<file path="config.mk">
export PLATFORM = sky130hd
export DESIGN_NAME = fetchUnit
export DESIGN_NICKNAME = d
export VERILOG_FILES = /design/src/logic/isaPkg.sv /design/src/logic/fetchUnit.sv
export SDC_FILE = /design/constraint.sdc
export NUM_CORES = 2
export LEC_CHECK = 0
export BUFFER_PORTS_ARGS = -buffer_cell sky130_fd_sc_hd__buf_2
export CORE_MARGIN = 3
export CORE_UTILIZATION = 55
export DETAILED_ROUTE_END_ITERATION = 12
export PLACE_DENSITY = 0.75
export SYNTH_ARGS = -nofsm -noshare
export SYNTH_HDL_FRONTEND = slang
export SYNTH_SLANG_ARGS = --single-unit
</file>
<file path="constraint.sdc">
create_clock -name clk -period 5 [get_ports clk]
set_input_delay 0.5 -clock clk [delete_from_list [all_inputs] [get_ports clk]]
set_output_delay 0.5 -clock clk [all_outputs]
set_load 0.01 [all_outputs]
</file>
<file path="src/logic/isaPkg.sv">
package isaPkg;

    typedef logic [31:0] word_t;
    typedef logic [4:0] regIdx_t;
    typedef logic [5:0] opcode_t;
    typedef logic [1:0] aluOp_t;

    // Opcode zero is left free so an all-zero word decodes as a bubble
    localparam opcode_t opAdd = 6'h01;
    localparam opcode_t opSub = 6'h02;
    localparam opcode_t opAnd = 6'h03;
    localparam opcode_t opOr = 6'h04;
    localparam opcode_t opAddi = 6'h05;
    localparam opcode_t opLw = 6'h06;
    localparam opcode_t opSw = 6'h07;
    localparam opcode_t opBeqz = 6'h08;
    localparam opcode_t opJal = 6'h09;
    localparam opcode_t opHalt = 6'h3f;

    // Integer ALU operations
    localparam aluOp_t aluAdd = 2'd0;
    localparam aluOp_t aluSub = 2'd1;
    localparam aluOp_t aluAnd = 2'd2;
    localparam aluOp_t aluOr = 2'd3;

    // Register shown on the a0 output
    localparam regIdx_t a0Index = 5'd10;

endpackage

</file>
<file path="src/logic/fetchUnit.sv">
`timescale 1ns/1ps

module fetchUnit #(
    parameter int imemWords = 64
) (
    input  logic clk,
    input  logic rst,
    input  logic progWrite,
    input  isaPkg::word_t progAddr,
    input  isaPkg::word_t progData,
    input  logic stall,
    input  logic flush,
    input  logic hold,
    input  logic redirect,
    input  isaPkg::word_t redirectPc,
    output isaPkg::word_t instr,
    output isaPkg::word_t instrPc
);
    localparam int idxBits = $clog2(imemWords);

    isaPkg::word_t imem [imemWords];
    isaPkg::word_t pc;
    isaPkg::word_t fetched;
    logic freeze;

    assign freeze = stall || hold;
    assign fetched = imem[pc[idxBits+1:2]];

    // Program load port, kept alive during reset
    always_ff @(posedge clk) begin
        if (progWrite)
            imem[progAddr[idxBits-1:0]] <= progData;
    end

    always_ff @(posedge clk) begin
        if (!rst)
            pc <= '0;
        else if (redirect)
            pc <= redirectPc;
        else if (!freeze)
            pc <= pc + 32'd4;
    end

    // Fetch to decode register, zero word is a bubble
    always_ff @(posedge clk) begin
        if (!rst || flush) begin
            instr <= '0;
            instrPc <= '0;
        end else if (!freeze) begin
            instr <= fetched;
            instrPc <= pc;
        end
    end

    loadInRange: assert property (@(posedge clk)
        progWrite |-> (progAddr < isaPkg::word_t'(imemWords)));

endmodule

</file>
Yosys cells after proc, flatten, opt, wreduce, memory -nomap -nowiden
Memories as Yosys holds them, arrays and structs flattened. A register that Yosys moved wholly into a read port is not among the register bits. Cells that the tools add are included.

Bits in registers: 64. Bits in writable memories: 2048. Bits of input ports: 103. Output and inout port bits: 64. Logic and storage cells: 13. Memories kept: 1.

Memory list: imem (words 64, bits a word 32, rd ports 1, clocked after Yosys merged registers in 1, write ports 1, line fetchUnit.sv:21) `isaPkg::word_t imem [imemWords];`.

Add/subtract/negate cells: 1. Equal/unequal tests: 1. Multiplexer cells: 4. Reduce and logical (&&, ||, !) cells: 4.

Operator list (number): 32-bit two-way mux (2); 32-bit by 3-bit adder with 32-bit output, second input constant (1); 1-bit logical NOT (2); 1-bit logical OR (2); 1-bit two-way mux (2); 2-bit inequality test, second input constant (1).

Depth between registers and ports, before layout
Word-level depth: 3. Gate-level depth with buffers: 10. Gate-level depth less buffers: 6.

Least setup slack after synthesis
OpenSTA, ideal clock, no wires.

Kind: input -> register. From: in progAddr[5]. To: mem imem[48][0] (netlist name) (enable). Arrival: 3377 ps. Data required time: 4539 ps. Path slack: 1162 ps. Stages: 4. Cell sequence: clkbuf_1 -> nand3_1 -> or3_1 -> nor3_1.

RTL lines: start: declaration (line fetchUnit.sv:9) `input isaPkg::word_t progAddr,`; end: declaration (line fetchUnit.sv:21).

Straight into the memory's write port.

==> flow_summary_export.csv <==
group,metric,value,unit
placed_design,placed_cells,6162,
synthesis,net_count_of_the_mapped_netlist,4212,
setup_path,critical_path.endpoint_type,"register",
setup_path,crit_path_max_fanout,36,
global_route,grt_antenna_before_repair,5,
detailed_routing,wire_length_after_detailed_routing,215,mm
clocking,path_clk_slew,0.06,ns
setup_path,gate_family_responsible_for_the_most_delay_along_the_worst_path,"compound AO/OA/AOI/OAI gates",
finish,final_area,93200,um^2
global_route,first_pass_grt_wire_length,309,mm
finish,design.final.nets,4499,
hold_path,hold_path_startpoint,"redirectPc[26]",
synthesis,avg_inst_size_synth,20.1,um^2
synthesis,yosys.area_share.xor_xnor,0.222,%
detailed_routing,vias,43801,
synthesis,post_synth_num_cell_types,67,
synthesis,netlist.area_leader.share,74.3,%
setup_path,worst_path_most_repeated_cell,"sky130_fd_sc_hd__a211oi_1",
synthesis,ffs_w_async_s_r_synth,0,%
clocking,numCtsBuffers,202,
setup_path,crit_path_top_delay_cell,"sky130_fd_sc_hd__dfxtp_4",
clocking,tritoncts,"built",
detailed_routing,drt_first_iter_violations,5936,
finish,syn_to_final_growth,12.6,%
synthesis,synth-main-ff-cell,"sky130_fd_sc_hd__edfxtp_1",
placed_design,dp.final_hpwl,124,mm
placed_design,placement.io_buffers,140,
detailed_routing,average_wire_per_standard_cell,32.8,um
sta,worst_case_headroom_to_the_max_slew_limit,13.7,%
detailed_routing,number_of_detailed_route_iterations_in_the_first_pass,6,
clocking,clock-root-buffer,"sky130_fd_sc_hd__clkbuf_16",
die,die_height,394,um
synthesis,synthesis.instances,4108,
die,rows,141,
clocking,clock_tree.htree_level_count,4,
detailed_routing,routed_via_density,6.66,
setup_path,worst-endpoint-required,5.67,ns
sta,slew_limit_fails,0,
synthesis,share_of_cell_area_taken_by_muxes_after_synthesis,14.4,%
pwr,power_leakage,29.2,nW
detailed_routing,antenna_left,0,
synthesis,ys_seq_area_share,76.6,%
setup_path,critical_path_type,"register to register",
die,initial_utilization,55.7,%
pwr,power.density_cell_area,395,nW/um^2
detailed_routing,final_routed_drc_violation_total,0,
sta,setup_violations,0,
sta,totalNegativeSetupSlack,0,ns
global_route,track_usage,27.7,%
synthesis,most_area_consuming_cells_after_synthesis,"sky130_fd_sc_hd__edfxtp_1 74%, sky130_fd_sc_hd__mux4_2 10%, sky130_fd_sc_hd__mux2i_1 3.7%, sky130_fd_sc_hd__dfxtp_1 2.3%, sky130_fd_sc_hd__nand2_1 0.75%",
setup_path,worst_r2r_startpoint,"pc[4]$_SDFFE_PN0N_",
synthesis,synth_compound_gate_area_share,4.45,%
setup_path,r2r_slack,1.53,ns
hold_path,min_path_type,"input port to register",
setup_path,timing.critical_path.depth,6,
sta,achievable_clock_frequency,288,MHz
synthesis,synth_simple_gate_area_share,2.55,%
setup_path,timing.reg2reg.worst_path_depth,6,
synthesis,synth_fa_ha_area_share,0.0151,%
finish,final_cell_count_no_fill,6572,
synthesis,mappedNetlistArea,82800,um^2
clocking,cts_num_sinks,2144,
setup_path,crit_arrival,4.14,ns
setup_path,critPathLaunchType,"register",
placed_design,placed_area,86500,um^2
pwr,worst_ir_drop_vdd,343,uV
sta,timing.final.hold_violations,0,
setup_path,worstPathBufferInverterCount,1,
clocking,worst_skew_pair.late_latency,0.82,ns
setup_path,crit_path_cell_trace,"buf_4 > nand2b_1 > a211oi_1 > a221oi_1 > a211oi_1 > a31oi_1",
pwr,p_total,36.8,mW
clocking,cts_max_path_buffers,3,
global_route,first_global_vias,43272,
hold_path,min_to,"pc[26]$_SDFFE_PN0N_",
die,fp.dieArea,155000,um^2
die,boundaryPins,167,
sta,finalClockSkew,0.0393,ns
setup_path,cpPeakStageDelay,0.86,ns
sta,post_layout_minimum_cycle_time,3.47,ns
synthesis,synth.largest_area_cell,"sky130_fd_sc_hd__edfxtp_1",
synthesis,yosys_register_bits,2144,
sta,layout_worst_path_cycle_share,69.4,%
hold_path,worstHoldPathCells,3,
synthesis,synth_enable_flop_cells,2048,
synthesis,ys_warn_count,0,
global_route,grt_start_max_net_pins,65,
sta,rsz0062_at_grt,"false",
die,die_w,394,um
job,max_cap_viol_count,0,
outcome,outcome,"finished, final reports clean",
die,placeable_core_region,149000,um^2
finish,share_of_cells_above_drive_strength_1,24.4,%
global_route,grt_overflow,0,
setup_path,worst_r2r_endpoint,"instr[22]$_SDFFE_PP0P_",
placed_design,routabilityCongestion,0.864,
synthesis,synth_top_family_by_area,"multiplexers",
sta,transition_time_at_the_pin_with_the_least_slew_margin,1.29,ns
==> final cells by class <==
cell class | count | area (um^2)
multi-input combinational | 1708 | 18500
fill | 9894 | 55300
tap | 2002 | 2500
inverter | 10 | 37.5
clock inverter | 107 | 870
sequential | 2144 | 63400
antenna | 1 | 2.50
clock buffer | 271 | 5560
timing repair buffer | 329 | 2330
==> logic make-up after synthesis <==
kind of cell | count (synthesis)
multiplexers | 717
AO/OA/AOI/OAI | 507
flip-flops | 2144
adder cells (fa/ha/maj) | 1
AND/OR/NAND/NOR | 462
buffers and inverters | 256
XOR/XNOR | 21
==> sequential cells by signal (all words and copies together) (netlist names) <==
signal,flops
instrPc,32
pc,32
imem,2048
instr,32
==> how the worst max path moves through the flow <==
stage | from | end | slack [ns]
6_report | pc[4]$_SDFFE_PN0N_ | instr[22]$_SDFFE_PP0P_ | 1.53
5_1_grt | pc[2]$_SDFFE_PN0N_ | instr[19]$_SDFFE_PP0P_ | 1.42
4_1_cts | pc[4]$_SDFFE_PN0N_ | instr[22]$_SDFFE_PP0P_ | 1.52
3_5_place_dp | pc[4]$_SDFFE_PN0N_ | instr[22]$_SDFFE_PP0P_ | 1.54
3_3_place_gp | pc[4]$_SDFFE_PN0N_ | instr[22]$_SDFFE_PP0P_ | 1.58
2_1_floorplan | progAddr[5] | imem[48][0]$_DFFE_PP_ | 1.16
==> cells in the mapped netlist, types with 15 or more instances <==
master                     count
sky130_fd_sc_hd__edfxtp_1   2048
sky130_fd_sc_hd__mux4_2      379
sky130_fd_sc_hd__mux2i_1     308
sky130_fd_sc_hd__nand2_1     166
sky130_fd_sc_hd__nor2_1      148
sky130_fd_sc_hd__clkbuf_1     96
sky130_fd_sc_hd__dfxtp_1      96
sky130_fd_sc_hd__a21oi_1      88
sky130_fd_sc_hd__buf_2        71
sky130_fd_sc_hd__a22oi_1      66
sky130_fd_sc_hd__o21ai_0      46
sky130_fd_sc_hd__buf_4        44
sky130_fd_sc_hd__o221ai_1     44
sky130_fd_sc_hd__o22ai_1      37
sky130_fd_sc_hd__a211o_1      34
sky130_fd_sc_hd__a22o_1       33
sky130_fd_sc_hd__mux2_2       30
sky130_fd_sc_hd__buf_6        23
sky130_fd_sc_hd__a211oi_1     22
sky130_fd_sc_hd__a31oi_1      22
sky130_fd_sc_hd__nor2b_1      22
sky130_fd_sc_hd__a31o_2       21
sky130_fd_sc_hd__nand3_1      21
sky130_fd_sc_hd__nor3_1       21
sky130_fd_sc_hd__nand2b_1     15
sky130_fd_sc_hd__xnor2_1      15
==> per-layer routing <==
layer	global-route usage [%]	routed length, um
met1	39.3	79900
met2	42.8	101000
met3	6.72	26800
met4	9.59	7610
met5	0	11
==> cells in the final DEF, fill, tap and decap left out, drive strengths merged, types with 30 or more instances in the layout <==
cell	n
dfxtp	96
mux4	379
nor2	148
buf	298
dlygate4sd3	31
a22oi	66
edfxtp	2048
nand2	166
o22ai	37
clkinv	82
mux2i	308
o21ai	49
o221ai	44
a22o	33
mux2	30
clkbuf	271
a211o	34
a21oi	88
==> what timing repair did <==
item	4_1_cts	5_1_grt
setup buffers	0	0
hold buffers	31	0
endpoints found under the hold margin	31	0
resized for setup	0	0
==> power breakdown <==
group | total, mW | internal, mW | switching (mW)
clock network | 14.8 | 8.29 | 6.53
logic | 2.04 | 0.758 | 1.28
registers | 19.9 | 19.8 | 0.118
total | 36.8 | 28.9 | 7.93
==> metrics by stage <==
stage               worst slack, ns  util [%]  hold WS [ns]
floorplan                      1.16         -         0.431
detailed placement             1.54      58.2         0.445
global placement               1.58      58.2         0.440
finish                         1.53      62.7        0.0507
CTS                            1.52      62.7      0.000903
global route                   1.42      62.7        0.0757
==> worst min-delay path: stages <==
cell and delay, ns:
sky130_fd_sc_hd__buf_2 0.08, sky130_fd_sc_hd__o21ai_0 0.09, sky130_fd_sc_hd__nor3_1 0.14
(Power assumes the default switching activity.)
