$ cat config.mk
export PLATFORM = sky130hd
export DESIGN_NAME = memoryUnit
export DESIGN_NICKNAME = d
export VERILOG_FILES = /design/src/logic/isaPkg.sv /design/src/logic/pipePkg.sv /design/src/logic/memoryUnit.sv
export SDC_FILE = /design/constraint.sdc
export NUM_CORES = 2
export LEC_CHECK = 0
export ABC_CLOCK_PERIOD_IN_PS = 8500
export BUFFER_PORTS_ARGS = -buffer_cell sky130_fd_sc_hd__buf_2
export CORE_ASPECT_RATIO = 1.2
export CORE_MARGIN = 3
export CORE_UTILIZATION = 54
export DETAILED_ROUTE_END_ITERATION = 7
export HOLD_SLACK_MARGIN = 0.1
export PLACE_DENSITY_LB_ADDON = 0.12
export SYNTH_ARGS = -nofsm -noshare
export SYNTH_HDL_FRONTEND = slang
export SYNTH_SLANG_ARGS = --single-unit
$ cat constraint.sdc
create_clock -name clk -period 8.5 [get_ports clk]
set_clock_uncertainty 0.15 [all_clocks]
set_input_delay 0 -clock clk [delete_from_list [all_inputs] [get_ports clk]]
set_output_delay 0 -clock clk [all_outputs]
set_load 0.02 [all_outputs]
$ cat src/logic/isaPkg.sv
package isaPkg;

    typedef logic [31:0] word_t;
    typedef logic [4:0] regIdx_t;
    typedef logic [5:0] opcode_t;
    typedef logic [1:0] aluOp_t;

    // Opcode zero is left free so an all-zero word decodes as a bubble
    localparam opcode_t opAdd = 6'h01;
    localparam opcode_t opSub = 6'h02;
    localparam opcode_t opAnd = 6'h03;
    localparam opcode_t opOr = 6'h04;
    localparam opcode_t opAddi = 6'h05;
    localparam opcode_t opLw = 6'h06;
    localparam opcode_t opSw = 6'h07;
    localparam opcode_t opBeqz = 6'h08;
    localparam opcode_t opJal = 6'h09;
    localparam opcode_t opHalt = 6'h3f;

    // Integer ALU operations
    localparam aluOp_t aluAdd = 2'd0;
    localparam aluOp_t aluSub = 2'd1;
    localparam aluOp_t aluAnd = 2'd2;
    localparam aluOp_t aluOr = 2'd3;

    // Register shown on the a0 output
    localparam regIdx_t a0Index = 5'd10;

endpackage

$ cat src/logic/pipePkg.sv
package pipePkg;

    // Operand source for the execute stage
    typedef logic [1:0] fwdSel_t;

    localparam fwdSel_t fwdReg = 2'd0;
    localparam fwdSel_t fwdMem = 2'd1;
    localparam fwdSel_t fwdWb = 2'd2;

    // Value written back to the register file
    typedef logic [1:0] wbSel_t;

    localparam wbSel_t wbAlu = 2'd0;
    localparam wbSel_t wbLoad = 2'd1;
    localparam wbSel_t wbPc4 = 2'd2;

    // Halt machine
    typedef enum logic [1:0] {
        stateRun,
        stateDrain,
        stateHalted
    } ctrlState_t;

endpackage

$ cat src/logic/memoryUnit.sv
`timescale 1ns/1ps

module memoryUnit #(
    parameter int dmemWords = 64
) (
    input  logic clk,
    input  logic rst,
    input  isaPkg::word_t memAlu,
    input  isaPkg::word_t memStore,
    input  isaPkg::regIdx_t memRdOut,
    input  logic memCtrlRegWrite,
    input  logic memCtrlRead,
    input  logic memCtrlWrite,
    input  pipePkg::wbSel_t memCtrlWbSel,
    input  isaPkg::word_t memPcPlus4,
    output isaPkg::word_t memResult,
    output isaPkg::regIdx_t memRd,
    output logic memRegWrite,
    output isaPkg::regIdx_t wbRd,
    output logic wbRegWrite,
    output isaPkg::word_t wbValue
);
    localparam int idxBits = $clog2(dmemWords);

    isaPkg::word_t dmem [dmemWords];
    isaPkg::word_t loadData;
    isaPkg::word_t wbAlu;
    isaPkg::word_t wbLoad;
    isaPkg::word_t wbPc4;
    pipePkg::wbSel_t wbSel;

    // Word addressed, the ALU result is the word index
    assign loadData = dmem[memAlu[idxBits-1:0]];
    assign memResult = memAlu;
    assign memRd = memRdOut;
    assign memRegWrite = memCtrlRegWrite;

    always_ff @(posedge clk) begin
        if (!rst) begin
            for (int i = 0; i < dmemWords; i++)
                dmem[i] <= '0;
        end else if (memCtrlWrite) begin
            dmem[memAlu[idxBits-1:0]] <= memStore;
        end
    end

    always_ff @(posedge clk) begin
        if (!rst) begin
            wbRegWrite <= 1'b0;
            wbSel <= pipePkg::wbAlu;
        end else begin
            wbRegWrite <= memCtrlRegWrite;
            wbSel <= memCtrlWbSel;
        end
        wbRd <= memRdOut;
        wbAlu <= memAlu;
        wbLoad <= loadData;
        wbPc4 <= memPcPlus4;
    end

    always_comb begin
        case (wbSel)
            pipePkg::wbLoad: wbValue = wbLoad;
            pipePkg::wbPc4: wbValue = wbPc4;
            default: wbValue = wbAlu;
        endcase
    end

    accessInRange: assert property (@(posedge clk) disable iff (!rst)
        (memCtrlRead || memCtrlWrite) |-> (memAlu < isaPkg::word_t'(dmemWords)));

endmodule

### Yosys cells after proc, flatten, opt, wreduce, memory -nomap -nowiden

Memories as Yosys holds them, arrays and structs flattened. A register that Yosys moved wholly into a read port is not among the register bits.
Cells that the tools add are included.

| storage, ports and cells | value |
|---|---|
| bits in read-only memories | 0 |
| memories kept | 1 |
| output and inout port bits | 76 |
| bits in registers | 72 |
| RAM bits | 2048 |
| input port bits | 108 |
| word-level logic and storage cells | 17 |
| latch bits | 0 |

| cells by class | value |
|---|---|
| magnitude comparators | 0 |
| $mul | 0 |
| reductions and logical operators | 1 |
| multiplexer cells | 8 |
| bitwise operators | 0 |
| divide/modulo/power cells | 0 |
| equal/unequal tests | 2 |
| shift-type cells | 0 |
| add/sub/neg operators | 0 |

Memories:

| name | words | bits a word | rd ports | clocked after Yosys merged registers in | write ports | RTL line | RTL |
|---|---|---|---|---|---|---|---|
| dmem | 64 | 32 | 1 | 1 | 64 | memoryUnit.sv:25 | `isaPkg::word_t dmem [dmemWords];` |

Operators with widths:

| kind | count |
|---|---|
| 32-bit case mux with 2 select lines | 1 |
| 32-bit two-way mux | 1 |
| 32-bit OR reduction | 1 |
| 6-bit two-way mux | 1 |
| 1-bit two-way mux | 5 |
| 2-bit by 1-bit equality test with 1-bit output, second input constant | 1 |
| 2-bit equality test, second input constant | 1 |

### Logic depth before layout (Yosys ltp)

| logic depth | value |
|---|---|
| depth after elaboration | 5 |
| depth in mapped cells | 11 |
| depth with buffers taken out | 6 |

### Worst setup path after synthesis

OpenSTA, ideal clock, no wires.

| timing path | value |
|---|---|
| kind | input to register |
| start | input memAlu[3] |
| end | memory dmem[32][0] (netlist name), enable pin |
| path slack | 4.503 ns |
| library setup time | 0.466 ns |
| buffers on the path | 4 |
| arrival time | 3.381 ns |
| required time | 7.884 ns |
| stages on the path | 6 |
| cell sequence | clkbuf_1 -> or3_1 -> clkbuf_1 -> clkbuf_1 -> clkbuf_1 -> o21ai_0 |

RTL lines:

| item | RTL line | RTL |
|---|---|---|
| from (decl) | memoryUnit.sv:8 | `input isaPkg::word_t memAlu,` |
| to (decl) | memoryUnit.sv:25 |  |

==> run_results.csv <==
group,metric,value,unit
power,ir_worst_vdd,0.000167,V
run,max_cap_viol_count,4,
worst_setup_path,crit_fanout,50,
final_layout,nets,7154,
final_layout,multi_input_area,0.0296,sq mm
yosys,seq_area_frac_synth,66.4,%
global_routing,grt_pass1_wl,433,mm
final_layout,ff_latch_area,0.0636,sq mm
clock_network,insertion_delay,0.87,ns
final_layout,layout_common_cells,"edfxtp_1, and2_1, a22oi_1",
clock_network,cts_buffers,205,
route,drtPass1Iterations,7,
sta,drv_slew,22,
route,wl,305,mm
placed_design,finalWeightedCongestion,0.880,
yosys,syn_avg_cell_area,13.5,sq um
global_routing,grt.overflow.total,0,
yosys,async_flop_share,0,%
route,post_drt_via_cell_ratio,6.44,
outcome,outcome,"finished with violations",
placed_design,port_buffers,182,
worst_setup_path,required,9.06,ns
clock_network,path_clk_slew,0.07,ns
die,rows,168,
yosys,synth_flop_cell,"edfxtp_1",
die,die_w,390,um
yosys,synth_mux_area_share,5.01,%
hold_path,holdPathStages,3,
die,core_area,0.176,sq mm
yosys,ys_warn_count,0,
worst_setup_path,crit_path_frequent_cell,"buf_4",
sta,min_period,4.60,ns
final_layout,final_common_cell,"edfxtp_1",
final_layout,stdcell_count,9557,
final_layout,fin_area,0.107,sq mm
sta,setup_tns,0,ns
sta,tightest_slew,1.63,ns
route,vias,61542,
worst_setup_path,slowest_delay,0.83,ns
placed_design,dp_cells,8950,
yosys,synth-edff-count,2048,
clock_network,root_buffer,"clkbuf_16",
yosys,synth-simple-area-share,15.7,%
route,ant_nets,0,
route,drc_errors,0,
yosys,syn_area,0.0958,sq mm
final_layout,drive_above_1_share,13.8,%
worst_setup_path,crit_path_cell_trace,"dlygate4sd3_1, buf_8, buf_4, nor2b_4, buf_4, buf_4, a22oi_1, o22ai_1, a21oi_1, o2111ai_1, or4_1",
worst_setup_path,worst-path-stages,11,
sta,fmax,217,MHz
sta,setup_viol,0,
worst_setup_path,end_kind,"flop",
worst_setup_path,worstSetupPathType,"in -> reg",
global_routing,grt_pass1_vias,60576,
sta,slew-limit-headroom,-9.05,%
worst_setup_path,cp.arrival,5.17,ns
yosys,synthDistinctLibCells,59,
die,die_y,467,um
final_layout,n_fill_cell,13220,
sta,hold_viol,0,
power,p_per_area,217,mW/mm^2
yosys,synth_seq_cells,2152,
yosys,post_synth_inst_count,7082,
yosys,synth-compound-area-share,9.06,%
global_routing,antenna_found_initial,36,
placed_design,dp_hpwl,170,mm
clock_network,cts.sinks,2152,
sta,timing.final.crit_share,54.1,%
die,io_pins,184,
worst_setup_path,crit_buf_inv,5,
die,die-area,0.182,sq mm
final_layout,syn2layout_area_growth,11.9,%
clock_network,htree_levels,4,
clock_network,cts_max_path_buffers,3,
yosys,synth-adder-area-share,0.0261,%
worst_setup_path,cpMaxStageDelayCell,"o2111ai_1",
worst_setup_path,reg2reg_depth,6,
yosys,synth_fp_nets,7192,
worst_setup_path,crit_family,"buffers and inverters",
die,start_util,54.6,%
route,drtIter0Drc,7757,
hold_path,hold_path.class,"in -> reg",
worst_setup_path,cp-start-kind,"primary input",
power,leakage,37.7,nW
yosys,synth_top_family_by_area,"simple AND/OR/NAND/NOR gates",
placed_design,postPlaceCellArea,0.0987,sq mm
yosys,synth_xor_area_share,0,%
global_routing,grt_usage,33.2,%
global_routing,grt_max_degree,104,
route,post_drt_wl_per_cell,31.9,um
outcome,failed_checks,"capacitance limit, slew limit",
clock_network,cts_tree,"yes",
clock_network,cts_setup_buffers,0,
sta,rsz0062_at_grt,"no",
[power breakdown]
part / internal (mW) / switching, mW / total (mW)
Combinational: 0.543 / 1.36 / 1.90
Clock: 5.03 / 4.04 / 9.07
Sequential: 12.1 / 0.193 / 12.3
Total: 17.7 / 5.59 / 23.3
[synthesized netlist by cell type (17+ instances only)]
library cell  count  share of area, %
buf_1            54              0.21
nor3_1           42              0.22
edfxtp_1       2048                64
and3_1          133              0.87
a22o_1           58              0.53
nand2_1         153              0.60
a22oi_1         356               2.8
buf_4            59              0.46
buf_2           119              0.62
mux2i_1         171               1.8
nor2_1          217              0.85
o22ai_1         119              0.78
o21ai_0         172              0.90
and2_1         1927                13
a221oi_1        249               2.3
mux4_2           98               2.3
clkbuf_1        564               2.2
o221ai_1         25              0.23
nand3_1          21              0.11
mux2_2           78              0.92
dfxtp_1         104               2.2
a21oi_1         102              0.53
a2111oi_0        17              0.16
buf_6            22              0.26
[repair_timing]
item | 4_1_cts | 5_1_grt
gates resized for setup | 0 | 0
hold buffers | 181 | 0
hold endpoints to repair | 2798 | 0
[state kept, by name, indices dropped and copies added (netlist names)]
signal      count
wbAlu          32
wbRd            5
wbSel           2
dmem         2048
wbRegWrite      1
wbLoad         32
wbPc4          32
[final timing paths]
| check | from | end | slack, ns |
|---|---|---|---|
| min reg2reg | dmem[59][19] | wbLoad[19] | 0.56 |
| max | memAlu[1] | wbLoad[6] | 3.90 |
| max reg2reg | dmem[34][4] | wbLoad[4] | 5.28 |
| min | memPcPlus4[22] | wbPc4[22] | 0.16 |
[cell families (layout without fill, tap and decap cells)]
family                   Yosys count  in the layout
flip-flops                      2152           2152
AO/OA/AOI/OAI                   1197           1197
AND/OR/NAND/NOR                 2560           2560
adder cells (fa/ha/maj)            2              2
buffers and inverters            824            964
multiplexers                     347            347
other                              0             40
[per-stage QoR]
stage / util, % / power, mW / hold WS (ns) / setup slack, ns
floorplan: - / 13.5 / -0.122 / 4.50
global placement: 56.2 / 14.3 / -0.0461 / 3.89
detailed placement: 56.2 / 14.3 / -0.0460 / 3.96
CTS: 61.0 / 23.3 / 0.113 / 4.29
global route: 61.1 / 23.9 / 0.161 / 4.03
finish: 61.1 / 23.3 / 0.162 / 3.90
[worst min-delay path: stages]
cell,delay [ns]
dlygate4sd3_1,0.51
buf_2,0.09
dlygate4sd3_1,0.54
[metal layers]
layer | GRT usage, % | share of wire (%) | wire length [um] | up-vias
li1 | - | - | - | 26066
met1 | 42.9 | 36 | 110000 | 31317
met2 | 52.4 | 47 | 145000 | 3450
met3 | 7.24 | 10 | 31600 | 691
met4 | 18.2 | 5.9 | 18000 | 18
met5 | 0.632 | 0.040 | 121 | -
[cell type report]
class,count,area share (%)
Timing Repair Buffer,573,4.12
Inverter,6,0.0257
Sequential cell,2152,59.3
Clock buffer,276,5.21
Antenna cell,40,0.0934
Clock inverter,109,0.906
Tap cell,2295,2.68
Multi-Input combinational cell,4106,27.7
Note: power is estimated with default switching activity, not from simulation.
