## src/logic/isaPkg.sv

```systemverilog
package isaPkg;

    typedef logic [31:0] word_t;
    typedef logic [4:0] regIdx_t;
    typedef logic [5:0] opcode_t;
    typedef logic [1:0] aluOp_t;

    // Opcode zero is left free so an all-zero word decodes as a bubble
    localparam opcode_t opAdd = 6'h01;
    localparam opcode_t opSub = 6'h02;
    localparam opcode_t opAnd = 6'h03;
    localparam opcode_t opOr = 6'h04;
    localparam opcode_t opAddi = 6'h05;
    localparam opcode_t opLw = 6'h06;
    localparam opcode_t opSw = 6'h07;
    localparam opcode_t opBeqz = 6'h08;
    localparam opcode_t opJal = 6'h09;
    localparam opcode_t opHalt = 6'h3f;

    // Integer ALU operations
    localparam aluOp_t aluAdd = 2'd0;
    localparam aluOp_t aluSub = 2'd1;
    localparam aluOp_t aluAnd = 2'd2;
    localparam aluOp_t aluOr = 2'd3;

    // Register shown on the a0 output
    localparam regIdx_t a0Index = 5'd10;

endpackage

```

## src/logic/pipePkg.sv

```systemverilog
package pipePkg;

    // Operand source for the execute stage
    typedef logic [1:0] fwdSel_t;

    localparam fwdSel_t fwdReg = 2'd0;
    localparam fwdSel_t fwdMem = 2'd1;
    localparam fwdSel_t fwdWb = 2'd2;

    // Value written back to the register file
    typedef logic [1:0] wbSel_t;

    localparam wbSel_t wbAlu = 2'd0;
    localparam wbSel_t wbLoad = 2'd1;
    localparam wbSel_t wbPc4 = 2'd2;

    // Halt machine
    typedef enum logic [1:0] {
        stateRun,
        stateDrain,
        stateHalted
    } ctrlState_t;

endpackage

```

## src/logic/decodeBus.sv

```systemverilog
`timescale 1ns/1ps

interface decodeBus;

    // Control fields
    isaPkg::aluOp_t aluOp;
    logic useImm;
    logic regWrite;
    logic memRead;
    logic memWrite;
    logic isBranch;
    logic isJump;
    pipePkg::wbSel_t wbSel;

    // Operands
    isaPkg::word_t rs1Val;
    isaPkg::word_t rs2Val;
    isaPkg::word_t imm;
    isaPkg::word_t pc;
    isaPkg::word_t pcPlus4;

    // Register indices
    isaPkg::regIdx_t rs1;
    isaPkg::regIdx_t rs2;
    isaPkg::regIdx_t rd;

    modport ctrl (
        output aluOp, useImm, regWrite, memRead, memWrite, isBranch, isJump, wbSel,
        output rs1Val, rs2Val, imm, pc, pcPlus4, rs1, rs2, rd
    );

    modport exec (
        input aluOp, useImm, regWrite, memRead, memWrite, isBranch, isJump, wbSel,
        input rs1Val, rs2Val, imm, pc, pcPlus4, rs1, rs2, rd
    );

endinterface

```

## src/logic/executeUnit.sv

```systemverilog
`timescale 1ns/1ps

module executeUnit (
    input  logic clk,
    input  logic rst,
    decodeBus.exec bus,
    input  pipePkg::fwdSel_t fwdA,
    input  pipePkg::fwdSel_t fwdB,
    input  isaPkg::word_t memResult,
    input  isaPkg::word_t wbValue,
    output isaPkg::regIdx_t exRd,
    output logic exMemRead,
    output logic redirect,
    output isaPkg::word_t redirectPc,
    output isaPkg::word_t memAlu,
    output isaPkg::word_t memStore,
    output isaPkg::regIdx_t memRdOut,
    output logic memCtrlRegWrite,
    output logic memCtrlRead,
    output logic memCtrlWrite,
    output pipePkg::wbSel_t memCtrlWbSel,
    output isaPkg::word_t memPcPlus4
);
    isaPkg::word_t srcA;
    isaPkg::word_t fwdValB;
    isaPkg::word_t srcB;
    isaPkg::word_t aluResult;

    assign exRd = bus.rd;
    assign exMemRead = bus.memRead;

    always_comb begin
        case (fwdA)
            pipePkg::fwdMem: srcA = memResult;
            pipePkg::fwdWb: srcA = wbValue;
            default: srcA = bus.rs1Val;
        endcase
        case (fwdB)
            pipePkg::fwdMem: fwdValB = memResult;
            pipePkg::fwdWb: fwdValB = wbValue;
            default: fwdValB = bus.rs2Val;
        endcase
    end

    assign srcB = bus.useImm ? bus.imm : fwdValB;

    always_comb begin
        case (bus.aluOp)
            isaPkg::aluSub: aluResult = srcA - srcB;
            isaPkg::aluAnd: aluResult = srcA & srcB;
            isaPkg::aluOr: aluResult = srcA | srcB;
            default: aluResult = srcA + srcB;
        endcase
    end

    // Taken BEQZ or JAL, target is a word offset from pc
    assign redirect = (bus.isBranch && srcA == '0) || bus.isJump;
    assign redirectPc = bus.pc + (bus.imm << 2);

    always_ff @(posedge clk) begin
        if (!rst) begin
            memCtrlRegWrite <= 1'b0;
            memCtrlRead <= 1'b0;
            memCtrlWrite <= 1'b0;
            memCtrlWbSel <= pipePkg::wbAlu;
        end else begin
            memCtrlRegWrite <= bus.regWrite;
            memCtrlRead <= bus.memRead;
            memCtrlWrite <= bus.memWrite;
            memCtrlWbSel <= bus.wbSel;
        end
        memAlu <= aluResult;
        memStore <= fwdValB;
        memRdOut <= bus.rd;
        memPcPlus4 <= bus.pcPlus4;
    end

endmodule

```

## src/flat_wrapper.sv

```systemverilog
// flat-port wrapper written by rule: the top's interface ports become plain ports
module executeUnit_flat 
  (clk, rst, fwdA, fwdB, memResult, wbValue, exRd, exMemRead, redirect, redirectPc, memAlu, memStore, memRdOut, memCtrlRegWrite, memCtrlRead, memCtrlWrite, memCtrlWbSel, memPcPlus4, bus_aluOp, bus_useImm, bus_regWrite, bus_memRead, bus_memWrite, bus_isBranch, bus_isJump, bus_wbSel, bus_rs1Val, bus_rs2Val, bus_imm, bus_pc, bus_pcPlus4, bus_rs1, bus_rs2, bus_rd);
  decodeBus bus_i ();
  input  logic clk;
  input  logic rst;
  input  pipePkg::fwdSel_t fwdA;
  input  pipePkg::fwdSel_t fwdB;
  input  isaPkg::word_t memResult;
  input  isaPkg::word_t wbValue;
  output isaPkg::regIdx_t exRd;
  output logic exMemRead;
  output logic redirect;
  output isaPkg::word_t redirectPc;
  output isaPkg::word_t memAlu;
  output isaPkg::word_t memStore;
  output isaPkg::regIdx_t memRdOut;
  output logic memCtrlRegWrite;
  output logic memCtrlRead;
  output logic memCtrlWrite;
  output pipePkg::wbSel_t memCtrlWbSel;
  output isaPkg::word_t memPcPlus4;
  input wire logic [$bits(bus_i.aluOp)-1:0] bus_aluOp;
  input wire logic [$bits(bus_i.useImm)-1:0] bus_useImm;
  input wire logic [$bits(bus_i.regWrite)-1:0] bus_regWrite;
  input wire logic [$bits(bus_i.memRead)-1:0] bus_memRead;
  input wire logic [$bits(bus_i.memWrite)-1:0] bus_memWrite;
  input wire logic [$bits(bus_i.isBranch)-1:0] bus_isBranch;
  input wire logic [$bits(bus_i.isJump)-1:0] bus_isJump;
  input wire logic [$bits(bus_i.wbSel)-1:0] bus_wbSel;
  input wire logic [$bits(bus_i.rs1Val)-1:0] bus_rs1Val;
  input wire logic [$bits(bus_i.rs2Val)-1:0] bus_rs2Val;
  input wire logic [$bits(bus_i.imm)-1:0] bus_imm;
  input wire logic [$bits(bus_i.pc)-1:0] bus_pc;
  input wire logic [$bits(bus_i.pcPlus4)-1:0] bus_pcPlus4;
  input wire logic [$bits(bus_i.rs1)-1:0] bus_rs1;
  input wire logic [$bits(bus_i.rs2)-1:0] bus_rs2;
  input wire logic [$bits(bus_i.rd)-1:0] bus_rd;
  assign bus_i.aluOp = bus_aluOp;
  assign bus_i.useImm = bus_useImm;
  assign bus_i.regWrite = bus_regWrite;
  assign bus_i.memRead = bus_memRead;
  assign bus_i.memWrite = bus_memWrite;
  assign bus_i.isBranch = bus_isBranch;
  assign bus_i.isJump = bus_isJump;
  assign bus_i.wbSel = bus_wbSel;
  assign bus_i.rs1Val = bus_rs1Val;
  assign bus_i.rs2Val = bus_rs2Val;
  assign bus_i.imm = bus_imm;
  assign bus_i.pc = bus_pc;
  assign bus_i.pcPlus4 = bus_pcPlus4;
  assign bus_i.rs1 = bus_rs1;
  assign bus_i.rs2 = bus_rs2;
  assign bus_i.rd = bus_rd;
  executeUnit u_core (.clk(clk), .rst(rst), .bus(bus_i), .fwdA(fwdA), .fwdB(fwdB), .memResult(memResult), .wbValue(wbValue), .exRd(exRd), .exMemRead(exMemRead), .redirect(redirect), .redirectPc(redirectPc), .memAlu(memAlu), .memStore(memStore), .memRdOut(memRdOut), .memCtrlRegWrite(memCtrlRegWrite), .memCtrlRead(memCtrlRead), .memCtrlWrite(memCtrlWrite), .memCtrlWbSel(memCtrlWbSel), .memPcPlus4(memPcPlus4));
endmodule
```

## config.mk

```make
export PLATFORM = sky130hd
export DESIGN_NAME = executeUnit_flat
export DESIGN_NICKNAME = d
export VERILOG_FILES = /design/src/logic/isaPkg.sv /design/src/logic/pipePkg.sv /design/src/logic/decodeBus.sv /design/src/logic/executeUnit.sv /design/src/flat_wrapper.sv
export SDC_FILE = /design/constraint.sdc
export NUM_CORES = 1
export LEC_CHECK = 0
export BUFFER_PORTS_ARGS = -buffer_cell sky130_fd_sc_hd__clkbuf_2
export CORE_AREA = 4 4 153 155
export DETAILED_ROUTE_END_ITERATION = 16
export DIE_AREA = 0 0 157 159
export GPL_ROUTABILITY_DRIVEN = 0
export PLACE_DENSITY_LB_ADDON = 0.2
export SYNTH_ARGS = -nofsm -noshare
export SYNTH_HDL_FRONTEND = slang
export SYNTH_SLANG_ARGS = --single-unit
```

## constraint.sdc

```tcl
create_clock -name clk -period 6.61 [get_ports clk]
set_input_delay 0.3305 -clock clk [delete_from_list [all_inputs] [get_ports clk]]
set_output_delay 0.3305 -clock clk [all_outputs]
set_load 0.02 [all_outputs]
```

# After elaboration in Yosys (flattened, before gate mapping)
# Cells that the tools add are included.
[classes]
n_addsub = 3
eq_ne = 7
n_mux = 4
bitwise = 2
n_reduce_logical = 3
[ops]
columns = ["cell", "count"]
rows = [
  ["one-hot mux 32 bit (2 select lines)", 2],
  ["one-hot mux 32 bit (3 select lines)", 1],
  ["adder 32 bit", 2],
  ["AND 32 bit", 1],
  ["zero test 32 bit", 1],
  ["2-to-1 mux 32 bit", 1],
  ["OR 32 bit", 1],
  ["subtractor 32 bit", 1],
  ["equality test 2 bit, second input constant", 4],
  ["equality test 2 x 1 -> 1 bit, second input constant", 3],
  ["logical AND 1 bit", 1],
  ["logical OR 1 bit", 1],
]
[totals]
reg_bits = 106
input_bits = 255
word_cells = 27

# Longest topological paths before layout
# Gate-level depths: netlist of the first run.
[depth]
word_depth = 5
ltp_mapped = 26

# Worst setup path after synthesis of the first run
# Ideal clock, no wire load.
[synth_path]
path_type = "input-to-reg"
start = "input port fwdB[0]"
end = "register u_core.memAlu[29]"
setup_time_ns = 0.131
t_arrival_ns = 4.545
required_ns = 6.479
path_slack_ns = 1.935
path_stages = 26
cell_sequence = "inv_1 -> ha_1 -> buf_2 -> nor2_1 -> a221o_1 -> ha_1 -> nor2_1 -> nor3_2 -> nand2_1 -> nor3b_2 -> inv_1 -> nor3_1 -> nor2_1 -> xnor2_1 -> ha_1 -> clkbuf_1 -> a21o_1 -> a21o_1 -> a21o_1 -> a21oi_1 -> nor2b_1 -> a311oi_1 -> o21bai_1 -> a21oi_1 -> xor2_1 -> o21ai_0"
[synth_between]
elab_chain_len = 5
[synth_lines]
columns = ["element", "line", "source"]
rows = [
  ["start: declaration", "flat_wrapper.sv:8", "input pipePkg::fwdSel_t fwdB;"],
  ["equality test 2 bit / equality test 2 x 1 -> 1 bit (equally long branches)", "executeUnit.sv:38", "case (fwdB)"],
  ["one-hot mux 32 bit (2 select lines) *", "executeUnit.sv:38", ""],
  ["2-to-1 mux 32 bit *", "executeUnit.sv:45", "assign srcB = bus.useImm ? bus.imm : fwdValB;"],
  ["adder 32 bit, or another cell as far along", "executeUnit.sv:52", "default: aluResult = srcA + srcB;"],
  ["one-hot mux 32 bit (3 select lines) *", "executeUnit.sv:48", "case (bus.aluOp)"],
  ["named net u_core.aluResult[29]", "executeUnit.sv:27", "isaPkg::word_t aluResult;"],
  ["end signal: assignment", "executeUnit.sv:72", "memAlu <= aluResult;"],
  ["end: declaration", "executeUnit.sv:15", "output isaPkg::word_t memAlu,"],
]
# Mark *: on every way through the listed nets, which the timed path passes. The rest lies on a longest branch.
# A chain may end at the register's enable or synchronous reset.

# Worst setup path after layout of the first run
[layout_path]
start = "input port fwdB[0]"
end = "register u_core.memAlu[31]"
# Same word-level chain as after synthesis.

==> impl_results.md, run 1 <==
* GRT Max-Usage Layer: met2
* Critical Path Max Stage Delay at 0.50 ns
* Final TNS setup at 0 ns
* Total Routing Usage GR at 0.261
* Initial antenna violation count at 1
* Multi-input logic area at 6200 µm²
* # rows at 54
* Peak VDD IR at 0.123 mV
* WP data required at 6.83 ns
* Nets@finish at 1778
* Vias in the first global route at 9300
* Die W at 157 µm
* Number of remaining DRC errors at 0
* Die Y at 159 µm
* FF+latch area at 2120 µm²
* RSZ-0062 raised after global routing: false
* Tcrit/Tclk final at 0.795
* Startpoint types: input pin
* Tightest Pin Transition at 0.817 ns
* Clock Tree Buf Depth at 2
* Cts hold-fix bufs at 0
* Total power at 2.65 mW
* Post-cts resize count at 0
* CP cell instances: clkbuf_2 -> inv_1 -> ha_2 -> buf_4 -> a221oi_1 -> o22ai_1 -> o31ai_2 -> and2b_1 -> nand2_2 -> o21ai_0 -> xor2_1 -> ha_1 -> and4_1 -> and2_1 -> nand4_1 -> nor4bb_1 -> o21ai_0 -> a211o_1 -> and3_1 -> and4_1 -> a311oi_1 -> o211ai_1
* GR Overflow Total at 0
* Final setup fails at 0
* Max FO, Critical Path at 48
* Largest net degree at the start of global routing at 66
* Worst setup EP type: register
* YS warnings at 0
* Post-synth EDFFs at 0
* Synthesized area per cell at 7.95 µm²
* Met2 usage at 0.464
* Synth Instances at 1100
* Post-CTS Setup Inserts at 0
* FFs w/ async S/R, synth at 0
* Yosys cell types at 83
* IO Port Bufs at 385
* Initial core utilization at 0.401
* WL per Instance at 19.7 µm
* Filler cell count at 2263
* Leak at 5.39 nW
* Top cell type's share of synthesized area at 0.243
* Mapped Area at 8740 µm²
* Relative slew slack at 0.450
* Peak Freq at 0.190 GHz
* DR iter-0 viols at 656
* Worst path slowest cell: a221oi_1
* Most used DFF post-synth: dfxtp_1
* GR Util met3 at 0.0533
* Fin area at 11100 µm²
* CTS tree: built
* Num CTS Buffers at 9
* Worst EP arrival at 5.48 ns
* Max-Cap Viols at 0
* Clock slew at reported path FFs at 0.08 ns
* Final worst slack at 1.35 ns
* Area Growth Syn to Fin at 27.2%
* Drt total wl at 34200 µm
* PwrDens at 238 nW/µm²
* Flop and latch count out of synthesis at 106
* Share of cells above drive strength 1 at 0.311
* Place WS at 1.01 ns
* Critical setup path kind: input pin to register
* Clock sink count at 106
* Root Buffer Master: clkbuf_16
* Ports at 400
* Register area share after synthesis at 0.243
* First-pass GRT wire length at 51300 µm
* DIE AREA at 25000 µm²
* Top post-synthesis cells by area: dfxtp_1 (24%), ha_1 (11%), o21ai_0 (6.5%)
* Met1 Use GR at 0.308
* Placed inst area at 10800 µm²
* Largest area contributor in the netlist: dfxtp_1
* DR pass1 iterations at 5
* CTS H-Tree Depth at 3
* Hpwl dp at 28600 µm
* Period minus WS final at 5.26 ns
* Net Count, Synth at 1431
* Final hold violation count at 0
* Outcome: complete, no violations
* Routed Antenna Nets at 0
* Routed vias/inst at 5.60
* Max Slew Vio Count at 0
* Hold/Removal Path Class: input pin to register
* Routed via count at 9713
* Post-route core utilization at 0.510
* CORE AREA at 21800 µm²
[cells in the final DEF, fill, tap and decap left out, types with 5 or more instances in the layout]
cell	Yosys	layout
clkbuf_2	0	385
nand2_1	136	136
o21ai_0	114	114
dfxtp_1	106	106
ha_1	74	72
a22oi_1	58	58
nor2_1	58	58
a21oi_1	58	58
xnor2_1	49	49
inv_1	35	35
a21o_1	29	29
maj3_1	29	29
xor2_1	27	27
nor3_1	17	17
o21a_1	15	15
nor2b_1	14	14
mux2_2	13	13
nand2b_1	12	12
and2_1	12	12
o21ai_1	11	11
a31oi_1	11	11
nand3_1	10	10
nor4_1	10	10
o31ai_1	9	9
nand4_1	9	9
a211oi_1	9	9
clkbuf_16	0	9
buf_4	10	9
and3_1	8	8
o21bai_1	8	8
nor3b_1	7	7
or3_1	7	7
a221oi_1	6	6
o211ai_1	5	5
[final cells by class]
cell class,count,area share
Timing Repair Buffer,394,0.179
Clock inverter,7,0.00799
Multi-Input combinational cell,900,0.558
Tap cell,280,0.0315
Sequential cell,106,0.191
Inverter,36,0.0121
Antenna cell,1,0.000225
Clock buffer,9,0.0202
[critical path, delay by kind of cell]
family	cells	cell delay (ns)
buffers and inverters	3	0.46
AND/OR/NAND/NOR	8	1.61
XOR/XNOR	1	0.13
AO/OA/AOI/OAI	8	2.16
adder cells (fa/ha/maj)	2	0.76
[report_power, final]
| part | total [mW] | switching (mW) | internal (mW) |
|---|---|---|---|
| Clock | 0.567 | 0.293 | 0.274 |
| Sequential | 0.761 | 0.0263 | 0.735 |
| Combinational | 1.32 | 0.817 | 0.507 |
[cell families after synthesis]
| kind of cell | count (synthesis) | share of synthesized area |
|---|---|---|
| simple gates | 325 | 0.184 |
| compound gates | 377 | 0.283 |
| xor+xnor | 76 | 0.0761 |
| flops | 106 | 0.243 |
| fa+ha+maj | 105 | 0.144 |
| mux | 17 | 0.0219 |
| buf+inv | 94 | 0.0481 |
[flip-flops by register name, summed over array words and instances (netlist names)]
register / flops
u_core.memStore: 32
u_core.memCtrlWrite: 1
u_core.memCtrlRegWrite: 1
u_core.memCtrlWbSel: 2
u_core.memRdOut: 5
u_core.memPcPlus4: 32
u_core.memAlu: 32
u_core.memCtrlRead: 1
[cells in the mapped netlist (12+ instances only)]
master and number:
dfxtp_1 106, a21o_1 29, a22oi_1 58, o21a_1 15
nor2b_1 14, and2_1 12, nor2_1 58, o21ai_0 114
clkbuf_1 31, nand2_1 136, nor3_1 17, mux2_2 13
inv_1 35, maj3_1 29, a21oi_1 58, xnor2_1 49
xor2_1 27, nand2b_1 12, ha_1 74
[layer usage]
layer	vias to the layer above	wire length, µm
met5	-	0
met3	79	2850
met2	479	16600
met1	4433	13400
met4	0	1310
li1	4722	-
[path summary, 6_finish.rpt]
check | cells past startpoint | end | slack [ns] | from
worst max-delay path | 22 | u_core.memAlu[31] | 1.35 | fwdB[0]
worst min-delay path | 1 | u_core.memPcPlus4[6] | 0.06 | bus_pcPlus4[6]
[per-stage QoR]
| step | hold WS [ns] | instances |
|---|---|---|
| after floorplan | 0.358 | 1100 |
| after global placement | 0.433 | 1716 |
| after detailed placement | 0.434 | 1716 |
| after CTS | 0.0420 | 1732 |
| after global routing | 0.0400 | 1733 |
| final | 0.0577 | 1733 |
(Power assumes the default switching activity.)
==> inputs of run 2 (changes only) <==
--- a/config.mk
+++ b/config.mk
@@ -5,10 +5,11 @@
 export SDC_FILE = /design/constraint.sdc
 export NUM_CORES = 1
 export LEC_CHECK = 0
+export ABC_AREA = 1
 export BUFFER_PORTS_ARGS = -buffer_cell sky130_fd_sc_hd__clkbuf_2
-export CORE_AREA = 4 4 153 155
+export CORE_AREA = 4 4 154 156
 export DETAILED_ROUTE_END_ITERATION = 16
-export DIE_AREA = 0 0 157 159
+export DIE_AREA = 0 0 158 160
 export GPL_ROUTABILITY_DRIVEN = 0
 export PLACE_DENSITY_LB_ADDON = 0.2
 export SYNTH_ARGS = -nofsm -noshare
==> constraint.sdc (replaced) <==
create_clock -name clk -period 4.5 [get_ports clk]
set_input_delay 0.225 -clock clk [delete_from_list [all_inputs] [get_ports clk]]
set_output_delay 0.225 -clock clk [all_outputs]
set_load 0.02 [all_outputs]
==> impl_results.md, run 2 <==
* Outcome: complete, no violations
* CTS H-Tree Depth at 3
* Drt total wl at 37900 µm
* Met1 Use GR at 0.363
* Period minus WS final at 3.99 ns
* Die Y at 160 µm
* Max FO, Critical Path at 34
* Crit path max-delay family: simple AND/OR/NAND/NOR gates
* Largest net degree at the start of global routing at 51
* Root Buffer Master: clkbuf_16
* Hpwl dp at 31200 µm
* Max-Cap Viols at 0
* Final TNS setup at 0 ns
* Filler cell count at 2235
* YS warnings at 0
* PwrDens at 340 nW/µm²
* First-pass GRT wire length at 57300 µm
* Most frequent cells in the layout: nand2_1 (387), clkbuf_2 (385), inv_1 (141)
* Leak at 6.53 nW
* Tcrit/Tclk final at 0.886
* DIE AREA at 25300 µm²
* Flop and latch count out of synthesis at 106
* Final worst slack at 0.514 ns
* Share of cells above drive strength 1 at 0.250
* Commonest non-fill, non-tap cell in the layout: nand2_1
* RSZ-0062 raised after global routing: false
* WL per Instance at 17.6 µm
* Die W at 158 µm
* Peak Freq at 0.251 GHz
* Top cell type's share of synthesized area at 0.228
* Clock slew at reported path FFs at 0.08 ns
* Number of remaining DRC errors at 0
* Mapped Area at 9320 µm²
* FFs w/ async S/R, synth at 0
* Worst setup EP type: register
* CP cell instances: clkbuf_2 -> inv_1 -> ha_1 -> inv_2 -> buf_12 -> nand3_1 -> nand3_2 -> nand2_2 -> nor4_1 -> nand2_1 -> o21ai_1 -> xor2_1 -> ha_1 -> a21oi_1 -> o21ai_0 -> a21oi_1 -> o211ai_1 -> or2_2 -> nand3_1 -> nand2_1
* Min-Delay Endpoint: u_core.memCtrlWbSel[1]
* Largest registers: u_core.memAlu x32, u_core.memPcPlus4 x32, u_core.memStore x32
* Synthesized area per cell at 6.40 µm²
* IO Port Bufs at 385
* Worst path bufs/invs at 4
* CP startpoint: fwdB[0]
* Clock Tree Buf Depth at 2
* Peak VDD IR at 0.189 mV
* Multi-input logic area at 6340 µm²
* Place WS at 0.291 ns
* Vias in the first global route at 11052
* GR Overflow Total at 0
* Ports at 400
* CTS tree: built
* GR Util met3 at 0.0653
* Met2 usage at 0.483
* Count leader, synth: nand2_1
* Post-synth EDFFs at 0
* Largest area contributor in the netlist: dfxtp_1
* Top post-synthesis cells by area: dfxtp_1 (23%), nand2_1 (16%), ha_1 (9.9%)
* Worst path slowest cell: inv_2
* # rows at 55
* Area Growth Syn to Fin at 31.4%
* FF+latch area at 2120 µm²
* Relative slew slack at 0.553
* Max Slew Vio Count at 0
* Initial core utilization at 0.417
* Num CTS Buffers at 9
* Final hold violation count at 0
* Nets@finish at 2197
* Routed vias/inst at 5.34
* Hold path startpoint: bus_wbSel[1]
* Post-CTS Setup Inserts at 0
* Hold path depth at 3
* Hold/Removal Path Class: input pin to register
* N_diodes at 0
* Register area share after synthesis at 0.228
* Synth Instances at 1456
* DR pass1 iterations at 6
* Tightest Pin Transition at 0.664 ns
* Total Routing Usage GR at 0.286
* Yosys cell types at 50
* Startpoint types: input pin
* GRT Max-Usage Layer: met2
* Worst EP arrival at 4.24 ns
* Synth cell count leaders: nand2_1 (387), inv_1 (141), o21ai_0 (115), nand3_1 (109), nor2_1 (107)
* Initial antenna violation count at 0
* Routed Antenna Nets at 0
* DR iter-0 viols at 988
* CORE AREA at 22400 µm²
* Final setup fails at 0
* Net Count, Synth at 1787
* Critical setup path kind: input pin to register
* Most used DFF post-synth: dfxtp_1
* Clock sink count at 106
* Critical Path Max Stage Delay at 0.41 ns
* WP data required at 4.76 ns
* Routed via count at 11505
-- run 2: cell types whose count changed after synthesis, sizes merged, moves of 21 or more --
cell	previous run	this run
nand2	137	394
inv	36	151
nand3	10	113
a22oi	59	0
nor2	58	112
a21oi	58	91
xnor2	49	18
maj3	29	0
xor2	27	48
-- run 2: kinds of logic (layout without fill, tap and decap cells) --
group / Yosys count / after routing / share of synthesized area
fa+ha+maj: 76 / 76 / 0.104
buf+inv: 205 / 620 / 0.0913
compound gates: 300 / 300 / 0.189
simple gates: 703 / 703 / 0.326
flops: 106 / 106 / 0.228
xor+xnor: 66 / 66 / 0.0621
-- run 2: power by group --
part / switching, mW / leakage [nW] / total [mW] / internal [mW]
registers: 0.0444 / 0.893 / 1.13 / 1.09
logic: 1.42 / 5.49 / 2.20 / 0.771
clock network: 0.438 / 0.148 / 0.836 / 0.398
total: 1.91 / 6.53 / 4.16 / 2.25
-- run 2: how the worst max path moves through the flow --
stage | to | slack [ns] | cells past startpoint
final | u_core.memAlu[26] | 0.51 | 20
after global routing | u_core.memAlu[24] | 0.16 | 19
after CTS | u_core.memAlu[26] | 0.67 | 20
after detailed placement | u_core.memAlu[31] | 0.29 | 23
after global placement | u_core.memAlu[31] | 0.34 | 23
after floorplan | u_core.memAlu[27] | 1.04 | 25
-- run 2: final cells by class --
cell class | instances | area share
Clock buffer | 9 | 0.0184
Timing Repair Buffer | 450 | 0.207
Sequential cell | 106 | 0.173
Multi-Input combinational cell | 1145 | 0.518
Tap cell | 285 | 0.0291
Clock inverter | 7 | 0.00644
Inverter | 154 | 0.0472
-- run 2: tightest hold or removal path: stages --
cell	delay, ns
clkbuf_2	0.08
nand2_1	0.04
inv_1	0.04
-- run 2: timing repair --
item | 4_1_cts | 5_1_grt
endpoints found under the setup margin | 0 | 0
hold endpoints to repair | 36 | 1
gates resized for setup | 0 | 0
hold buffers | 36 | 1
-- run 2: routing by layer --
layer  vias up  share of wire
li1       5658              -
met1      5187           0.41
met2       597           0.46
met3        63          0.098
met4         0          0.026
met5         -              0
-- run 2: stage by stage --
step	instance area [µm²]	total power, mW	instances	hold WS (ns)	utilization
3_3_place_gp	11600	3.27	2103	0.328	0.517
6_report	12200	4.16	2156	0.0478	0.547
2_1_floorplan	9320	2.57	1456	0.253	-
4_1_cts	12200	4.16	2155	0.00367	0.547
5_1_grt	12200	4.46	2156	0.0638	0.547
3_5_place_dp	11600	3.28	2103	0.329	0.517
